### config.mk
export PLATFORM = sky130hd
export DESIGN_NAME = lpif_txrx_x16_f2_master_top
export DESIGN_NICKNAME = d
export VERILOG_FILES = /design/src/logic/lpif_flit_pkg.sv /design/src/logic/phy_lane_pkg.sv /design/src/logic/ll_auto_sync.sv /design/src/logic/lpif_txrx_x16_f2_master_name.sv /design/src/logic/lpif_txrx_x16_f2_master_concat.sv /design/src/logic/lpif_txrx_x16_f2_master_top.sv
export VERILOG_INCLUDE_DIRS = /design/src /design/src/logic
export SDC_FILE = /design/constraint.sdc
export NUM_CORES = 1
export LEC_CHECK = 0
export BUFFER_PORTS_ARGS = -buffer_cell sky130_fd_sc_hd__buf_2
export CORE_AREA = 8 8 468 470
export CTS_CLUSTER_DIAMETER = 150
export CTS_CLUSTER_SIZE = 25
export DETAILED_ROUTE_END_ITERATION = 8
export DIE_AREA = 0 0 476 478
export GPL_TIMING_DRIVEN = 0
export HOLD_SLACK_MARGIN = 0.06
export PLACE_DENSITY = 0.3
export SLEW_MARGIN = 25
export SYNTH_ARGS = -nofsm -noshare
export SYNTH_HDL_FRONTEND = slang
export SYNTH_SLANG_ARGS = --single-unit
### constraint.sdc
create_clock -name clk_wr -period 3.06 [get_ports clk_wr]
set_input_delay 0.306 -clock clk_wr [delete_from_list [all_inputs] [get_ports clk_wr]]
set_output_delay 0.306 -clock clk_wr [all_outputs]
set_load 0.05 [all_outputs]
### src/logic/lpif_params.svh
`ifndef LPIF_PARAMS_SVH
`define LPIF_PARAMS_SVH

////////////////////////////////////////////////////////////////////////////
// Flit geometry

// Payload data bits per flit
`define LPIF_DATA_W     256

// State, protid, data, dvalid, crc, crc_valid and valid packed together
`define LPIF_FLIT_W     281

////////////////////////////////////////////////////////////////////////////
// PHY geometry

`define PHY_CH_W        80
`define PHY_NUM_CH      4

// Channel word less the strobe and marker bits
`define PHY_PAYLOAD_W   78

// Online delay counts
`define LL_DELAY_W      8

`endif

### src/logic/lpif_flit_pkg.sv
`include "lpif_params.svh"

package lpif_flit_pkg;

  // LPIF link state
  typedef logic [3:0] lpif_state_t;

  // Protocol id
  typedef logic [1:0] lpif_protid_t;

  // Flit CRC
  typedef logic [15:0] lpif_crc_t;

  ////////////////////////////////////////////////////////////////////////////
  // Flit word layout, MSB first
  //
  // The link layer on the far die unpacks in this exact order, so a
  // field may not move without changing both ends
  typedef struct packed {
    lpif_state_t             state;
    lpif_protid_t            protid;
    logic [`LPIF_DATA_W-1:0] data;
    logic                    dvalid;
    lpif_crc_t               crc;
    logic                    crc_valid;
    logic                    valid;
  } lpif_flit_t;

endpackage

### src/logic/phy_lane_pkg.sv
`include "lpif_params.svh"

package phy_lane_pkg;

  // One PHY channel word
  typedef logic [`PHY_CH_W-1:0] phy_ch_t;

  ////////////////////////////////////////////////////////////////////////////
  // Lane bit positions within a channel word

  // Strobe in the lowest lane
  localparam int PHY_STB_BIT = 0;

  // Marker in the highest lane
  localparam int PHY_MRK_BIT = `PHY_CH_W - 1;

  // Payload fills the lanes in between
  localparam int PHY_PAYLOAD_LSB = 1;

  // Sanity on the geometry the striper relies on
  localparam int PHY_PAYLOAD_MSB = PHY_PAYLOAD_LSB + `PHY_PAYLOAD_W - 1;

  // Same marker and strobe layout on every channel
  localparam int PHY_NUM_CH = `PHY_NUM_CH;

endpackage

### src/logic/ll_auto_sync.sv
`timescale 1ns/1ps

`include "lpif_params.svh"

module ll_auto_sync (
  input  logic                   clk_wr,
  input  logic                   rst,

  input  logic                   tx_online,
  input  logic                   rx_online,
  input  logic                   tx_mrk_userbit,
  input  logic                   tx_stb_userbit,

  input  logic [`LL_DELAY_W-1:0] delay_x_value,
  input  logic [`LL_DELAY_W-1:0] delay_xz_value,
  input  logic [`LL_DELAY_W-1:0] delay_yz_value,

  output logic                   tx_online_delay,
  output logic                   rx_online_delay,
  output logic                   tx_auto_mrk_userbit,
  output logic                   tx_auto_stb_userbit
);

  // One extra bit so the rx sum of two delays cannot wrap
  localparam int CNT_W = `LL_DELAY_W + 1;

  // Index 0 is the tx path, index 1 the rx path
  localparam int NUM_PATH = 2;

  // Strobe and marker values once the link is up
  localparam logic PERSIST_STB = 1'b1;
  localparam logic PERSIST_MRK = 1'b1;

  logic [NUM_PATH-1:0] online_in;
  logic [NUM_PATH-1:0] online_q;
  logic [CNT_W-1:0]    thresh [NUM_PATH];
  logic [CNT_W-1:0]    cnt    [NUM_PATH];

  assign online_in = {rx_online, tx_online};

  assign thresh[0] = CNT_W'(delay_xz_value);
  assign thresh[1] = CNT_W'(delay_x_value) + CNT_W'(delay_yz_value);

  //////////////////////////////////////////////////////////////////////////
  // Delay counters
  //
  // The count runs while online is high and saturates; the flag is set on
  // the edge where the count has reached the threshold, so it rises
  // exactly threshold cycles after online is first sampled high
  always_ff @(posedge clk_wr) begin
    for (int i = 0; i < NUM_PATH; i++) begin
      if (rst || !online_in[i]) begin
        cnt[i]      <= '0;
        online_q[i] <= 1'b0;
      end else begin
        if (cnt[i] != {CNT_W{1'b1}}) begin
          cnt[i] <= cnt[i] + 1'b1;
        end
        online_q[i] <= (cnt[i] >= thresh[i]);
      end
    end
  end

  assign tx_online_delay = online_q[0];
  assign rx_online_delay = online_q[1];

  //////////////////////////////////////////////////////////////////////////
  // Strobe and marker selection

  // User bits during training, fixed values once tx is online
  assign tx_auto_stb_userbit = tx_online_delay ? PERSIST_STB : tx_stb_userbit;
  assign tx_auto_mrk_userbit = tx_online_delay ? PERSIST_MRK : tx_mrk_userbit;

endmodule

### src/logic/lpif_txrx_x16_f2_master_name.sv
`timescale 1ns/1ps

`include "lpif_params.svh"

module lpif_txrx_x16_f2_master_name (
  // Downstream fields from the link layer
  input  lpif_flit_pkg::lpif_state_t  dstrm_state,
  input  lpif_flit_pkg::lpif_protid_t dstrm_protid,
  input  logic [`LPIF_DATA_W-1:0]     dstrm_data,
  input  logic                        dstrm_dvalid,
  input  lpif_flit_pkg::lpif_crc_t    dstrm_crc,
  input  logic                        dstrm_crc_valid,
  input  logic                        dstrm_valid,

  // Upstream fields to the link layer
  output lpif_flit_pkg::lpif_state_t  ustrm_state,
  output lpif_flit_pkg::lpif_protid_t ustrm_protid,
  output logic [`LPIF_DATA_W-1:0]     ustrm_data,
  output logic                        ustrm_dvalid,
  output lpif_flit_pkg::lpif_crc_t    ustrm_crc,
  output logic                        ustrm_crc_valid,
  output logic                        ustrm_valid,

  // Packed flit words
  output logic [`LPIF_FLIT_W-1:0]     txfifo_downstream_data,
  input  logic [`LPIF_FLIT_W-1:0]     rxfifo_upstream_data
);

  import lpif_flit_pkg::*;

  lpif_flit_t tx_flit;
  lpif_flit_t rx_flit;

  //////////////////////////////////////////////////////////////////////////
  // Downstream packing
  always_comb begin
    tx_flit.state     = dstrm_state;
    tx_flit.protid    = dstrm_protid;
    tx_flit.data      = dstrm_data;
    tx_flit.dvalid    = dstrm_dvalid;
    tx_flit.crc       = dstrm_crc;
    tx_flit.crc_valid = dstrm_crc_valid;
    tx_flit.valid     = dstrm_valid;
  end

  assign txfifo_downstream_data = tx_flit;

  //////////////////////////////////////////////////////////////////////////
  // Upstream unpacking

  // Same layout as the far die packed it
  assign rx_flit = rxfifo_upstream_data;

  assign ustrm_state     = rx_flit.state;
  assign ustrm_protid    = rx_flit.protid;
  assign ustrm_data      = rx_flit.data;
  assign ustrm_dvalid    = rx_flit.dvalid;
  assign ustrm_crc       = rx_flit.crc;
  assign ustrm_crc_valid = rx_flit.crc_valid;
  assign ustrm_valid     = rx_flit.valid;

endmodule

### src/logic/lpif_txrx_x16_f2_master_concat.sv
`timescale 1ns/1ps

`include "lpif_params.svh"

module lpif_txrx_x16_f2_master_concat (
  input  logic                    clk_wr,
  input  logic                    rst,

  // Delayed online controls from the sequencer
  input  logic                    tx_online,
  input  logic                    rx_online,
  input  logic                    tx_stb_userbit,
  input  logic                    tx_mrk_userbit,

  // Flit words
  input  logic [`LPIF_FLIT_W-1:0] tx_downstream_data,
  output logic [`LPIF_FLIT_W-1:0] rx_upstream_data,

  // PHY channels
  output phy_lane_pkg::phy_ch_t   tx_phy0,
  output phy_lane_pkg::phy_ch_t   tx_phy1,
  output phy_lane_pkg::phy_ch_t   tx_phy2,
  output phy_lane_pkg::phy_ch_t   tx_phy3,
  input  phy_lane_pkg::phy_ch_t   rx_phy0,
  input  phy_lane_pkg::phy_ch_t   rx_phy1,
  input  phy_lane_pkg::phy_ch_t   rx_phy2,
  input  phy_lane_pkg::phy_ch_t   rx_phy3
);

  import phy_lane_pkg::*;

  // Total payload across all channels, and the unused tail of channel 3
  localparam int STRIPE_W = PHY_NUM_CH * `PHY_PAYLOAD_W;
  localparam int PAD_W    = STRIPE_W - `LPIF_FLIT_W;
  localparam int PLD_W    = PHY_PAYLOAD_MSB - PHY_PAYLOAD_LSB + 1;

  logic [STRIPE_W-1:0]     tx_stripe;
  logic [STRIPE_W-1:0]     rx_stripe;
  phy_ch_t                 tx_ch_d [PHY_NUM_CH];
  phy_ch_t                 tx_ch_q [PHY_NUM_CH];
  phy_ch_t                 rx_ch   [PHY_NUM_CH];
  logic [`LPIF_FLIT_W-1:0] rx_word_q;

  ////////////////////////////////////////////////////////////////////////////
  // Tx striping

  // Pad the flit up to a whole number of channel payloads
  assign tx_stripe = {{PAD_W{1'b0}}, tx_downstream_data};

  // Bit i of the word lands on channel i/78, lane 1 + i%78
  always_comb begin
    for (int ch = 0; ch < PHY_NUM_CH; ch++) begin
      tx_ch_d[ch]              = '0;
      tx_ch_d[ch][PHY_STB_BIT] = tx_stb_userbit;
      tx_ch_d[ch][PHY_MRK_BIT] = tx_mrk_userbit;
      // Payload held at zero until the link is up
      if (tx_online) begin
        tx_ch_d[ch][PHY_PAYLOAD_LSB +: PLD_W] = tx_stripe[ch*PLD_W +: PLD_W];
      end
    end
  end

  always_ff @(posedge clk_wr) begin
    for (int ch = 0; ch < PHY_NUM_CH; ch++) begin
      if (rst) begin
        tx_ch_q[ch] <= '0;
      end else begin
        tx_ch_q[ch] <= tx_ch_d[ch];
      end
    end
  end

  assign tx_phy0 = tx_ch_q[0];
  assign tx_phy1 = tx_ch_q[1];
  assign tx_phy2 = tx_ch_q[2];
  assign tx_phy3 = tx_ch_q[3];

  ////////////////////////////////////////////////////////////////////////////
  // Rx gathering

  assign rx_ch[0] = rx_phy0;
  assign rx_ch[1] = rx_phy1;
  assign rx_ch[2] = rx_phy2;
  assign rx_ch[3] = rx_phy3;

  // Strip strobe and marker, reassemble the payload in channel order
  always_comb begin
    for (int ch = 0; ch < PHY_NUM_CH; ch++) begin
      rx_stripe[ch*PLD_W +: PLD_W] = rx_ch[ch][PHY_PAYLOAD_LSB +: PLD_W];
    end
  end

  // Padding bits of channel 3 are dropped here
  always_ff @(posedge clk_wr) begin
    if (rst || !rx_online) begin
      rx_word_q <= '0;
    end else begin
      rx_word_q <= rx_stripe[`LPIF_FLIT_W-1:0];
    end
  end

  assign rx_upstream_data = rx_word_q;

endmodule

### src/logic/lpif_txrx_x16_f2_master_top.sv
`timescale 1ns/1ps

`include "lpif_params.svh"

module lpif_txrx_x16_f2_master_top (
  input  logic                        clk_wr,
  input  logic                        rst,

  // Control
  input  logic                        tx_online,
  input  logic                        rx_online,

  // PHY channels
  output phy_lane_pkg::phy_ch_t       tx_phy0,
  output phy_lane_pkg::phy_ch_t       tx_phy1,
  output phy_lane_pkg::phy_ch_t       tx_phy2,
  output phy_lane_pkg::phy_ch_t       tx_phy3,
  input  phy_lane_pkg::phy_ch_t       rx_phy0,
  input  phy_lane_pkg::phy_ch_t       rx_phy1,
  input  phy_lane_pkg::phy_ch_t       rx_phy2,
  input  phy_lane_pkg::phy_ch_t       rx_phy3,

  // Downstream channel
  input  lpif_flit_pkg::lpif_state_t  dstrm_state,
  input  lpif_flit_pkg::lpif_protid_t dstrm_protid,
  input  logic [`LPIF_DATA_W-1:0]     dstrm_data,
  input  logic                        dstrm_dvalid,
  input  lpif_flit_pkg::lpif_crc_t    dstrm_crc,
  input  logic                        dstrm_crc_valid,
  input  logic                        dstrm_valid,

  // Upstream channel
  output lpif_flit_pkg::lpif_state_t  ustrm_state,
  output lpif_flit_pkg::lpif_protid_t ustrm_protid,
  output logic [`LPIF_DATA_W-1:0]     ustrm_data,
  output logic                        ustrm_dvalid,
  output lpif_flit_pkg::lpif_crc_t    ustrm_crc,
  output logic                        ustrm_crc_valid,
  output logic                        ustrm_valid,

  // Configuration
  input  logic                        tx_mrk_userbit,
  input  logic                        tx_stb_userbit,
  input  logic [`LL_DELAY_W-1:0]      delay_x_value,
  input  logic [`LL_DELAY_W-1:0]      delay_xz_value,
  input  logic [`LL_DELAY_W-1:0]      delay_yz_value
);

  logic [`LPIF_FLIT_W-1:0] txfifo_downstream_data;
  logic [`LPIF_FLIT_W-1:0] rx_upstream_data;
  logic                    tx_online_delay;
  logic                    rx_online_delay;
  logic                    tx_auto_mrk_userbit;
  logic                    tx_auto_stb_userbit;

  ////////////////////////////////////////////////////////////////////////////
  // Online sequencing
  ll_auto_sync ll_auto_sync_i (
    .clk_wr              (clk_wr),
    .rst                 (rst),
    .tx_online           (tx_online),
    .rx_online           (rx_online),
    .tx_mrk_userbit      (tx_mrk_userbit),
    .tx_stb_userbit      (tx_stb_userbit),
    .delay_x_value       (delay_x_value),
    .delay_xz_value      (delay_xz_value),
    .delay_yz_value      (delay_yz_value),
    .tx_online_delay     (tx_online_delay),
    .rx_online_delay     (rx_online_delay),
    .tx_auto_mrk_userbit (tx_auto_mrk_userbit),
    .tx_auto_stb_userbit (tx_auto_stb_userbit)
  );

  ////////////////////////////////////////////////////////////////////////////
  // Flit packing, with the link layer FIFO bypassed in both directions
  lpif_txrx_x16_f2_master_name name_i (
    .dstrm_state            (dstrm_state),
    .dstrm_protid           (dstrm_protid),
    .dstrm_data             (dstrm_data),
    .dstrm_dvalid           (dstrm_dvalid),
    .dstrm_crc              (dstrm_crc),
    .dstrm_crc_valid        (dstrm_crc_valid),
    .dstrm_valid            (dstrm_valid),
    .ustrm_state            (ustrm_state),
    .ustrm_protid           (ustrm_protid),
    .ustrm_data             (ustrm_data),
    .ustrm_dvalid           (ustrm_dvalid),
    .ustrm_crc              (ustrm_crc),
    .ustrm_crc_valid        (ustrm_crc_valid),
    .ustrm_valid            (ustrm_valid),
    .txfifo_downstream_data (txfifo_downstream_data),
    .rxfifo_upstream_data   (rx_upstream_data)
  );

  ////////////////////////////////////////////////////////////////////////////
  // Lane striping
  lpif_txrx_x16_f2_master_concat concat_i (
    .clk_wr             (clk_wr),
    .rst                (rst),
    .tx_online          (tx_online_delay),
    .rx_online          (rx_online_delay),
    .tx_stb_userbit     (tx_auto_stb_userbit),
    .tx_mrk_userbit     (tx_auto_mrk_userbit),
    .tx_downstream_data (txfifo_downstream_data),
    .rx_upstream_data   (rx_upstream_data),
    .tx_phy0            (tx_phy0),
    .tx_phy1            (tx_phy1),
    .tx_phy2            (tx_phy2),
    .tx_phy3            (tx_phy3),
    .rx_phy0            (rx_phy0),
    .rx_phy1            (rx_phy1),
    .rx_phy2            (rx_phy2),
    .rx_phy3            (rx_phy3)
  );

endmodule

==> metrics.md, run 1 <==
| Metric | Value |
|---|---|
| Run status | `finished, final reports clean` |
| Post-Route WL | `between 150000 and 200000 um` |
| Max Cap Violations | `0` |
| Total instance count after detailed placement | `between 5000 and 6000` |
| Nets | `3861` |
| Final critical delay including setup and external delays | `between 2000 and 2500 ps` |
| Arrival time worst endpoint | `2920 ps` |
| Share of synthesized area occupied by flip-flops and latches | `~70%` |
| Lkg Pwr | `about 16 nW` |
| Worst reg2reg endpoint | `concat_i.tx_ch_q[0][46]` |
| Async SR Flop Fraction | `0%` |
| F_max | `roughly 420 MHz` |
| Share of the synthesized netlist area taken by xor and xnor gates | `less than 1%` |
| Number of buffers inserted by port buffering | `about 1200` |
| Post-Syn Instances | `around 1400` |
| Worst hold-check path type | `primary input to register` |
| Mux share of post-synthesis cell area | `0%` |
| Die area | `228000 um2` |
| Total congestion overflow after global routing | `0` |
| Fraction of the mapped netlist area in compound gates | `1.13%` |
| Number of distinct library cell variants in the gate-level netlist after synthesis | `37` |
| Synthesized flop and latch total | `584` |
| # fillers | `between 20000 and 25000` |
| Total power | `15.3 mW` |
| CP Capture Type | `register` |
| Final routed DRC violation total | `0` |
| Biggest area contributors in the synthesized netlist | `dfxtp_1 (67%), and2_1 (21%), edfxtp_1 (3.2%)` |
| Vias/cell | `roughly 2.8` |
| Clock buffer count from CTS | `38` |
| Clock Root Buffer | `clkbuf_16` |
| Number of clock sinks | `between 500 and 600` |
| Top cell type by total area after synthesis | `dfxtp_1` |
| R2R cell count | `5` |
| Data required time at the worst endpoint | `3620 ps` |
| Die width | `~480 um` |
| Max_slew headroom | `a little under half` |
| WHS Path Cells | `3` |
| Initial antenna violation count | `roughly 110` |
| Maximum buffer depth of the clock tree | `3` |
| Clock latency on the worst-skew pair | `about 660 ps` |
| Total standard cell area after synthesis | `approximately 17000 um2` |
| Worst hold path startpoint | `rst` |
| Final hold violation count | `0` |
| DPL Wire Length | `about 130000 um` |
| Starting DRT DRC Count | `611` |
| Antenna-violating nets left | `0` |
| Transition at the pin with the smallest max-transition slack | `818 ps` |
| Class of the most critical setup path | `primary input to register` |
| Starting density of the core | `8.06%` |
| Mean instance size in the synthesized netlist | `roughly 12 um2` |
| Worst Hold Path EP | `ll_auto_sync_i.online_q[1]` |
| Critical path startpoint | `delay_x_value[0]` |
| Maximum number of pins on one net before global-route repair | `27` |
| Gr usage total | `12.7%` |
| Final period util | `between 70% and 80%` |
| Top-Level Pins | `around 1200` |
| EDFF count, synth | `18` |
| Total via count in the routed design | `between 15000 and 20000` |
| Area Overhead vs Synth | `97.2%` |
| Areal power density over the cells | `455 nW/um2` |
| Final Max Slew Viols | `0` |
| Number of search-and-repair iterations in the first detailed-routing pass | `5` |
| RSZ-0062 raised after global routing | `no` |
| Routability congestion estimate | `between 0.8 and 0.9` |
| Final Skew | `around 37 ps` |
| Setup violations, final | `0` |
| Core region area | `211000 um2` |
| Rows | `roughly 170` |
| Largest family of logic cells by synthesized area | `simple AND/OR/NAND/NOR gates` |
| Nature of the critical path startpoint | `primary input` |
| First-pass GRT wire length | `190000 um` |
| Worst ir drop on vdd | `around 0.46 mV` |
| Clock-pin transition on the worst setup and hold timing paths | `between 100 and 150 ps` |
| TritonCTS clock tree | `done` |
| Yosys synthesis warning count | `0` |
| Htree depth | `2` |
| Placed Area | `26500 um2` |
| Final standard cell count with taps included and fillers excluded | `6078` |
| Prevailing post-synth register cell | `dfxtp_1` |
| R2r startpoint | `ll_auto_sync_i.online_q[0]` |
| Final Util | `between 10% and 20%` |
| Chip Height | `between 400 and 500 um` |
| Adder-cell share of the synthesized area | `2.25%` |
| Fraction of post-synthesis cell area in the top cell type by area | `between 60% and 70%` |
| Number of global-route vias before repair | `roughly 19000` |
| Simple-gate portion of the synthesized area | `a little under a quarter` |
| Ratio of cells with drive above 1 in the final layout | `around 40%` |
| Routed length per placed instance | `between 20 and 30 um` |
| Leading cell type by number of instances after synthesis | `dfxtp_1` |
| Final Cell Area | `between 30000 and 40000 um2` |
| Worst-case register-to-register setup slack | `roughly 800 ps` |
| Crit Path Max Fanout | `3` |
| List of most frequent post-synthesis cells | `dfxtp_1 (566), and2_1 (563), clkbuf_1 (39)` |
==> kinds of logic (layout without fill, tap and decap cells) <==
logic type	count (synthesis)	after routing
other	1	68
AOI/OAI and AO/OA	29	29
buffers and inverters	119	1906
and+or+nand+nor	626	626
DFF	584	584
xor gates and xnor gates	14	14
adders and majority gates	30	30
==> cell type report <==
class	count	area, um2	share of cell area, %
Antenna cell	37	92.6	0.276
Timing Repair Buffer	1727	11500	34.2
Clock buffer	45	1050	3.13
Buffer	100	554	1.65
Tap cell	2821	3530	10.5
Sequential cell	584	11900	35.3
Clock inverter	15	290	0.864
Inverter	19	71.3	0.212
Multi-Input combinational cell	730	4650	13.8
==> cells in the final DEF, fill, tap and decap left out, types with 3 or more instances in the layout <==
cell           instances
a211o_1                3
a21o_1                 4
a21oi_1                9
and2_1               563
and3_1                 6
buf_2               1183
buf_4                 38
clkbuf_1              41
clkbuf_16             41
clkinv_16              4
conb_1                31
dfxtp_1              566
diode_2               37
dlygate4sd3_1        566
edfxtp_1              18
ha_1                  29
inv_1                 19
inv_12                 4
inv_16                 3
nand2_1                7
nand2b_1               4
nand3_1                6
nor2_1                25
nor2b_1                4
nor3_1                 3
o21ai_0                4
xnor2_1                7
xor2_1                 7
==> report_power, final <==
group / internal, mW / switching (mW)
logic: 0.836 / 0.634
registers: 7.64 / 0.00781
clock network: 2.66 / 3.50
==> worst max-delay path: stages <==
cell     delay, ps
buf_2          160
ha_1           190
inv_1           60
fa_1           440
nor2b_4        140
o21ai_2         70
a21oi_2        260
o21ai_1        120
a21o_1         180
ha_1           290
a21o_1         160
a21oi_1        160
nor2b_1         70
o311a_1        320
==> routing by layer <==
metal | vias up | GRT usage, % | wire (um)
met3 | 223 | 6.55 | 19100
met4 | 14 | 3.48 | 4360
li1 | 7855 | - | -
met2 | 1002 | 20.8 | 69100
met1 | 7807 | 14.4 | 60000
met5 | - | 0 | 95
==> stage by stage <==
stage	setup TNS (ps)	setup slack (ps)	hold slack, ps
after floorplan	0	537	378
after global placement	-15.8	-15.8	480
after detailed placement	-39.8	-39.8	498
after CTS	0	463	80.9
after global routing	0	479	99.3
final	0	700	148
==> registers in the layout, indices dropped and copies added (netlist names) <==
register / flops
ll_auto_sync_i.cnt: 18
ll_auto_sync_i.online_q: 2
concat_i.rx_upstream_data: 281
concat_i.tx_ch_q: 283
==> repair_timing <==
| item | 4_1_cts | 5_1_grt |
|---|---|---|
| gates resized for setup | 0 | 0 |
| hold buffers | 566 | 0 |
| setup buffers | 0 | 0 |
| hold endpoints to repair | 565 | 0 |
==> worst max path at each step <==
stage | endpoint
floorplan | ll_auto_sync_i.online_q[1]
global placement | ll_auto_sync_i.online_q[1]
detailed placement | ll_auto_sync_i.online_q[1]
CTS | concat_i.tx_ch_q[0][46]
global route | concat_i.tx_ch_q[0][46]
finish | ll_auto_sync_i.online_q[1]
Note: power is estimated with default switching activity, not from simulation.
==> inputs of run 2 (changes only) <==
--- a/config.mk
+++ b/config.mk
@@ -7,11 +7,11 @@
 export NUM_CORES = 1
 export LEC_CHECK = 0
 export BUFFER_PORTS_ARGS = -buffer_cell sky130_fd_sc_hd__buf_2
-export CORE_AREA = 8 8 468 470
+export CORE_AREA = 8 8 479 481
 export CTS_CLUSTER_DIAMETER = 150
 export CTS_CLUSTER_SIZE = 25
 export DETAILED_ROUTE_END_ITERATION = 8
-export DIE_AREA = 0 0 476 478
+export DIE_AREA = 0 0 487 489
 export GPL_TIMING_DRIVEN = 0
 export HOLD_SLACK_MARGIN = 0.06
 export PLACE_DENSITY = 0.3
==> constraint.sdc (replaced) <==
create_clock -name clk_wr -period 2.1 [get_ports clk_wr]
set_input_delay 0.21 -clock clk_wr [delete_from_list [all_inputs] [get_ports clk_wr]]
set_output_delay 0.21 -clock clk_wr [all_outputs]
set_load 0.05 [all_outputs]
==> run 2 against run 1 <==
Compared with the run above:
- the flow now finishes with violations (negative setup slack)
- sequential share of layout area fell by 0.16 points
- core utilization fell by 0.66 points
- sequential cell count unchanged
- cell count rose by 2.3%
- die area rose by 4.7%
- clock skew is 0.87 ps higher
- hold slack better by 120 ps
- first-iteration DRC count down 3.3%
- global-route usage decreased by 0.49 points
- combinational power is 47% higher
- critical path depth down 4
- register-to-register slack worse by 660 ps
- largest power group unchanged
- highest routed layer unchanged
==> metrics.md, run 2 (synthesized netlist as in run 1, its figures left out) <==
| Metric | Value |
|---|---|
| Data required time at the worst endpoint | `2650 ps (was 3620 ps)` |
| Worst hold-check path type | `primary input to register (unchanged)` |
| Number of search-and-repair iterations in the first detailed-routing pass | `5 (unchanged)` |
| Total via count in the routed design | `16997 (was 16901)` |
| Lkg Pwr | `16.0 nW (was 16.1 nW)` |
| Die area | `238000 um2 (was 228000 um2)` |
| Vias/cell | `2.73 (was 2.78)` |
| Max_slew headroom | `58.2% (was 45.5%)` |
| Maximum number of pins on one net before global-route repair | `27 (unchanged)` |
| Final routed DRC violation total | `0 (unchanged)` |
| Worst-case register-to-register setup slack | `160 ps (was 820 ps)` |
| Nature of the critical path startpoint | `primary input (unchanged)` |
| Routed length per placed instance | `24.6 um (was 25.1 um)` |
| Clock latency on the worst-skew pair | `660 ps (about the same)` |
| Final Skew | `38.0 ps (was 37.2 ps)` |
| Setup violations, final | `1 (was 0)` |
| Number of global-route vias before repair | `18557 (was 18793)` |
| Nets | `3864 (was 3861)` |
| Largest register by flop count | `concat_i.tx_ch_q (unchanged)` |
| Crit Path Max Fanout | `4 (was 3)` |
| Areal power density over the cells | `644 nW/um2 (was 455 nW/um2)` |
| Post-Route WL | `153000 um (about the same)` |
| Worst Hold Path EP | `concat_i.rx_upstream_data[230] (was ll_auto_sync_i.online_q[1])` |
| R2r startpoint | `ll_auto_sync_i.online_q[0] (unchanged)` |
| TritonCTS clock tree | `done (unchanged)` |
| Run status | `finished, violations left (was finished, final reports clean)` |
| Final period util | `101%` |
| Initial antenna violation count | `113 (unchanged)` |
| Most common cell after layout, fill and taps aside | `buf_2 (unchanged)` |
| Chip Height | `489 um (was 478 um)` |
| TNS Setup | `-14.2 ps (was 0 ps)` |
| Clock buffer count from CTS | `35 (was 38)` |
| Worst reg2reg endpoint | `concat_i.tx_ch_q[0][43] (was concat_i.tx_ch_q[0][46])` |
| Final hold slack | `270 ps (was 148 ps)` |
| Transition at the pin with the smallest max-transition slack | `622 ps (was 818 ps)` |
| DPL Wire Length | `135000 um (was 134000 um)` |
| Max reg flops | `283 (unchanged)` |
| Final critical delay including setup and external delays | `around 2100 ps` |
| Post-CTS setup repair buffer count | `0 (unchanged)` |
| Antenna-violating nets left | `0 (unchanged)` |
| Htree depth | `2 (unchanged)` |
| # fillers | `25250 (was 23947)` |
| Violated checks | `negative setup slack` |
| Clock Root Buffer | `clkbuf_16 (unchanged)` |
| Arrival time worst endpoint | `2670 ps (was 2920 ps)` |
| Max Cap Violations | `0 (unchanged)` |
| WHS Path Cells | `3 (unchanged)` |
| Final hold violation count | `0 (unchanged)` |
| Routability congestion estimate | `0.891 (was 0.896)` |
| PnR worst setup slack | `-14.2 ps (was 700 ps)` |
| Total congestion overflow after global routing | `0 (unchanged)` |
| Top-Level Pins | `1232 (unchanged)` |
| Starting density of the core | `7.69% (was 8.06%)` |
| Class of the most critical setup path | `primary input to register (unchanged)` |
| Maximum buffer depth of the clock tree | `3 (unchanged)` |
| Ratio of cells with drive above 1 in the final layout | `40.1% (was 39.9%)` |
| Gr usage total | `12.2% (was 12.7%)` |
| CP Capture Type | `register (unchanged)` |
| Commonest cells after routing, fill and taps aside | `buf_2 (1180), dlygate4sd3_1 (572), dfxtp_1 (565) (was buf_2 (1183), dfxtp_1 (566), dlygate4sd3_1 (566))` |
| R2R cell count | `5 (unchanged)` |
| Worst ir drop on vdd | `0.556 mV (was 0.455 mV)` |
| Starting DRT DRC Count | `591 (was 611)` |
| F_max | `~470 MHz` |
| Worst hold path startpoint | `rx_phy2[75] (was rst)` |
| Final Max Slew Viols | `0 (unchanged)` |
| Number of buffers inserted by port buffering | `1161 (unchanged)` |
| Number of clock sinks | `584 (unchanged)` |
| Area Overhead vs Synth | `98.1% (was 97.2%)` |
| Die width | `487 um (was 476 um)` |
| Clock-pin transition on the worst setup and hold timing paths | `110 ps (about the same)` |
| Core region area | `221000 um2 (was 211000 um2)` |
| RSZ-0062 raised after global routing | `no (unchanged)` |
| Rows | `173 (was 169)` |
| First-pass GRT wire length | `191000 um (was 190000 um)` |
==> run 2: changes by cell type in the layout (fill, tap and decap cells not counted), sizes merged <==
cell	before	now
bufinv	0	1
clkinv	6	5
diode	37	19
dlygate4sd3	566	572
inv	28	27
clkbuf	84	78
clkinvlp	0	1
buf	1222	1223
==> run 2: final cells by class <==
type                       instances  area, um2  share of cell area [%]
sequential                       584      11900                    35.2
buffer                            99        572                    1.69
tap                             2975       3720                    11.0
clock inverter                    15        250                   0.742
timing repair buffer            1734      11600                    34.3
inverter                          19       71.3                   0.211
antenna                           19       47.5                   0.141
clock buffer                      40        936                    2.77
multi-input combinational        730       4700                    13.9
==> run 2: worst max-delay path by stage <==
stage                                     startpoint                          to  slack, ps  cells past startpoint
after floorplan                     delay_x_value[0]  ll_auto_sync_i.online_q[1]       -270                     13
after global placement    ll_auto_sync_i.online_q[0]     concat_i.tx_ch_q[3][37]      -1810                      4
after detailed placement  ll_auto_sync_i.online_q[0]      concat_i.tx_ch_q[3][6]       -970                      4
final                               delay_x_value[3]  ll_auto_sync_i.online_q[1]        -10                     10
after global routing                delay_x_value[3]  ll_auto_sync_i.online_q[1]          2                     11
after CTS                 ll_auto_sync_i.online_q[0]     concat_i.tx_ch_q[0][43]         10                      5
==> run 2: timing repair <==
action / in CTS / in global routing
endpoints found under the setup margin: 291 / 11
endpoints found under the hold margin: 566 / 0
resized for setup: 14 / 4
pin swaps: 0 / 2
hold buffers: 572 / 0
==> run 2: worst max-delay path, cell delays in order <==
cell,delay (ps)
buf_2,120
ha_1,400
and2_1,200
o21ai_1,500
a31oi_1,200
xnor2_1,220
ha_1,280
nand4_1,120
a21oi_1,70
o311a_1,350
==> run 2: power breakdown <==
part	internal (mW)	leakage, nW	switching, mW	total (mW)
sequential	11.1	4.78	0.0110	11.1
clock	3.54	0.570	4.88	8.42
combinational	1.23	10.7	0.921	2.16
==> run 2: per-stage QoR <==
stage | setup WS [ps] | std cells | instance area (um2) | power [mW] | utilization, %
global placement | -1810 | 5569 | 26700 | 12.6 | 12.1
detailed placement | -975 | 5570 | 26700 | 12.6 | 12.1
finish | -14.2 | 6215 | 33700 | 21.7 | 15.2
floorplan | -268 | 1433 | 17200 | 11.8 | -
CTS | 11.0 | 6197 | 33700 | 22.4 | 15.2
global route | 1.76 | 6205 | 33700 | 22.8 | 15.2
==> run 2: routing by layer <==
metal	GRT usage (%)	wire, um	up-vias
li1	-	-	7835
met1	13.2	57400	7898
met2	20.4	70600	1005
met3	6.81	19400	239
met4	3.75	5440	20
met5	0	130	-
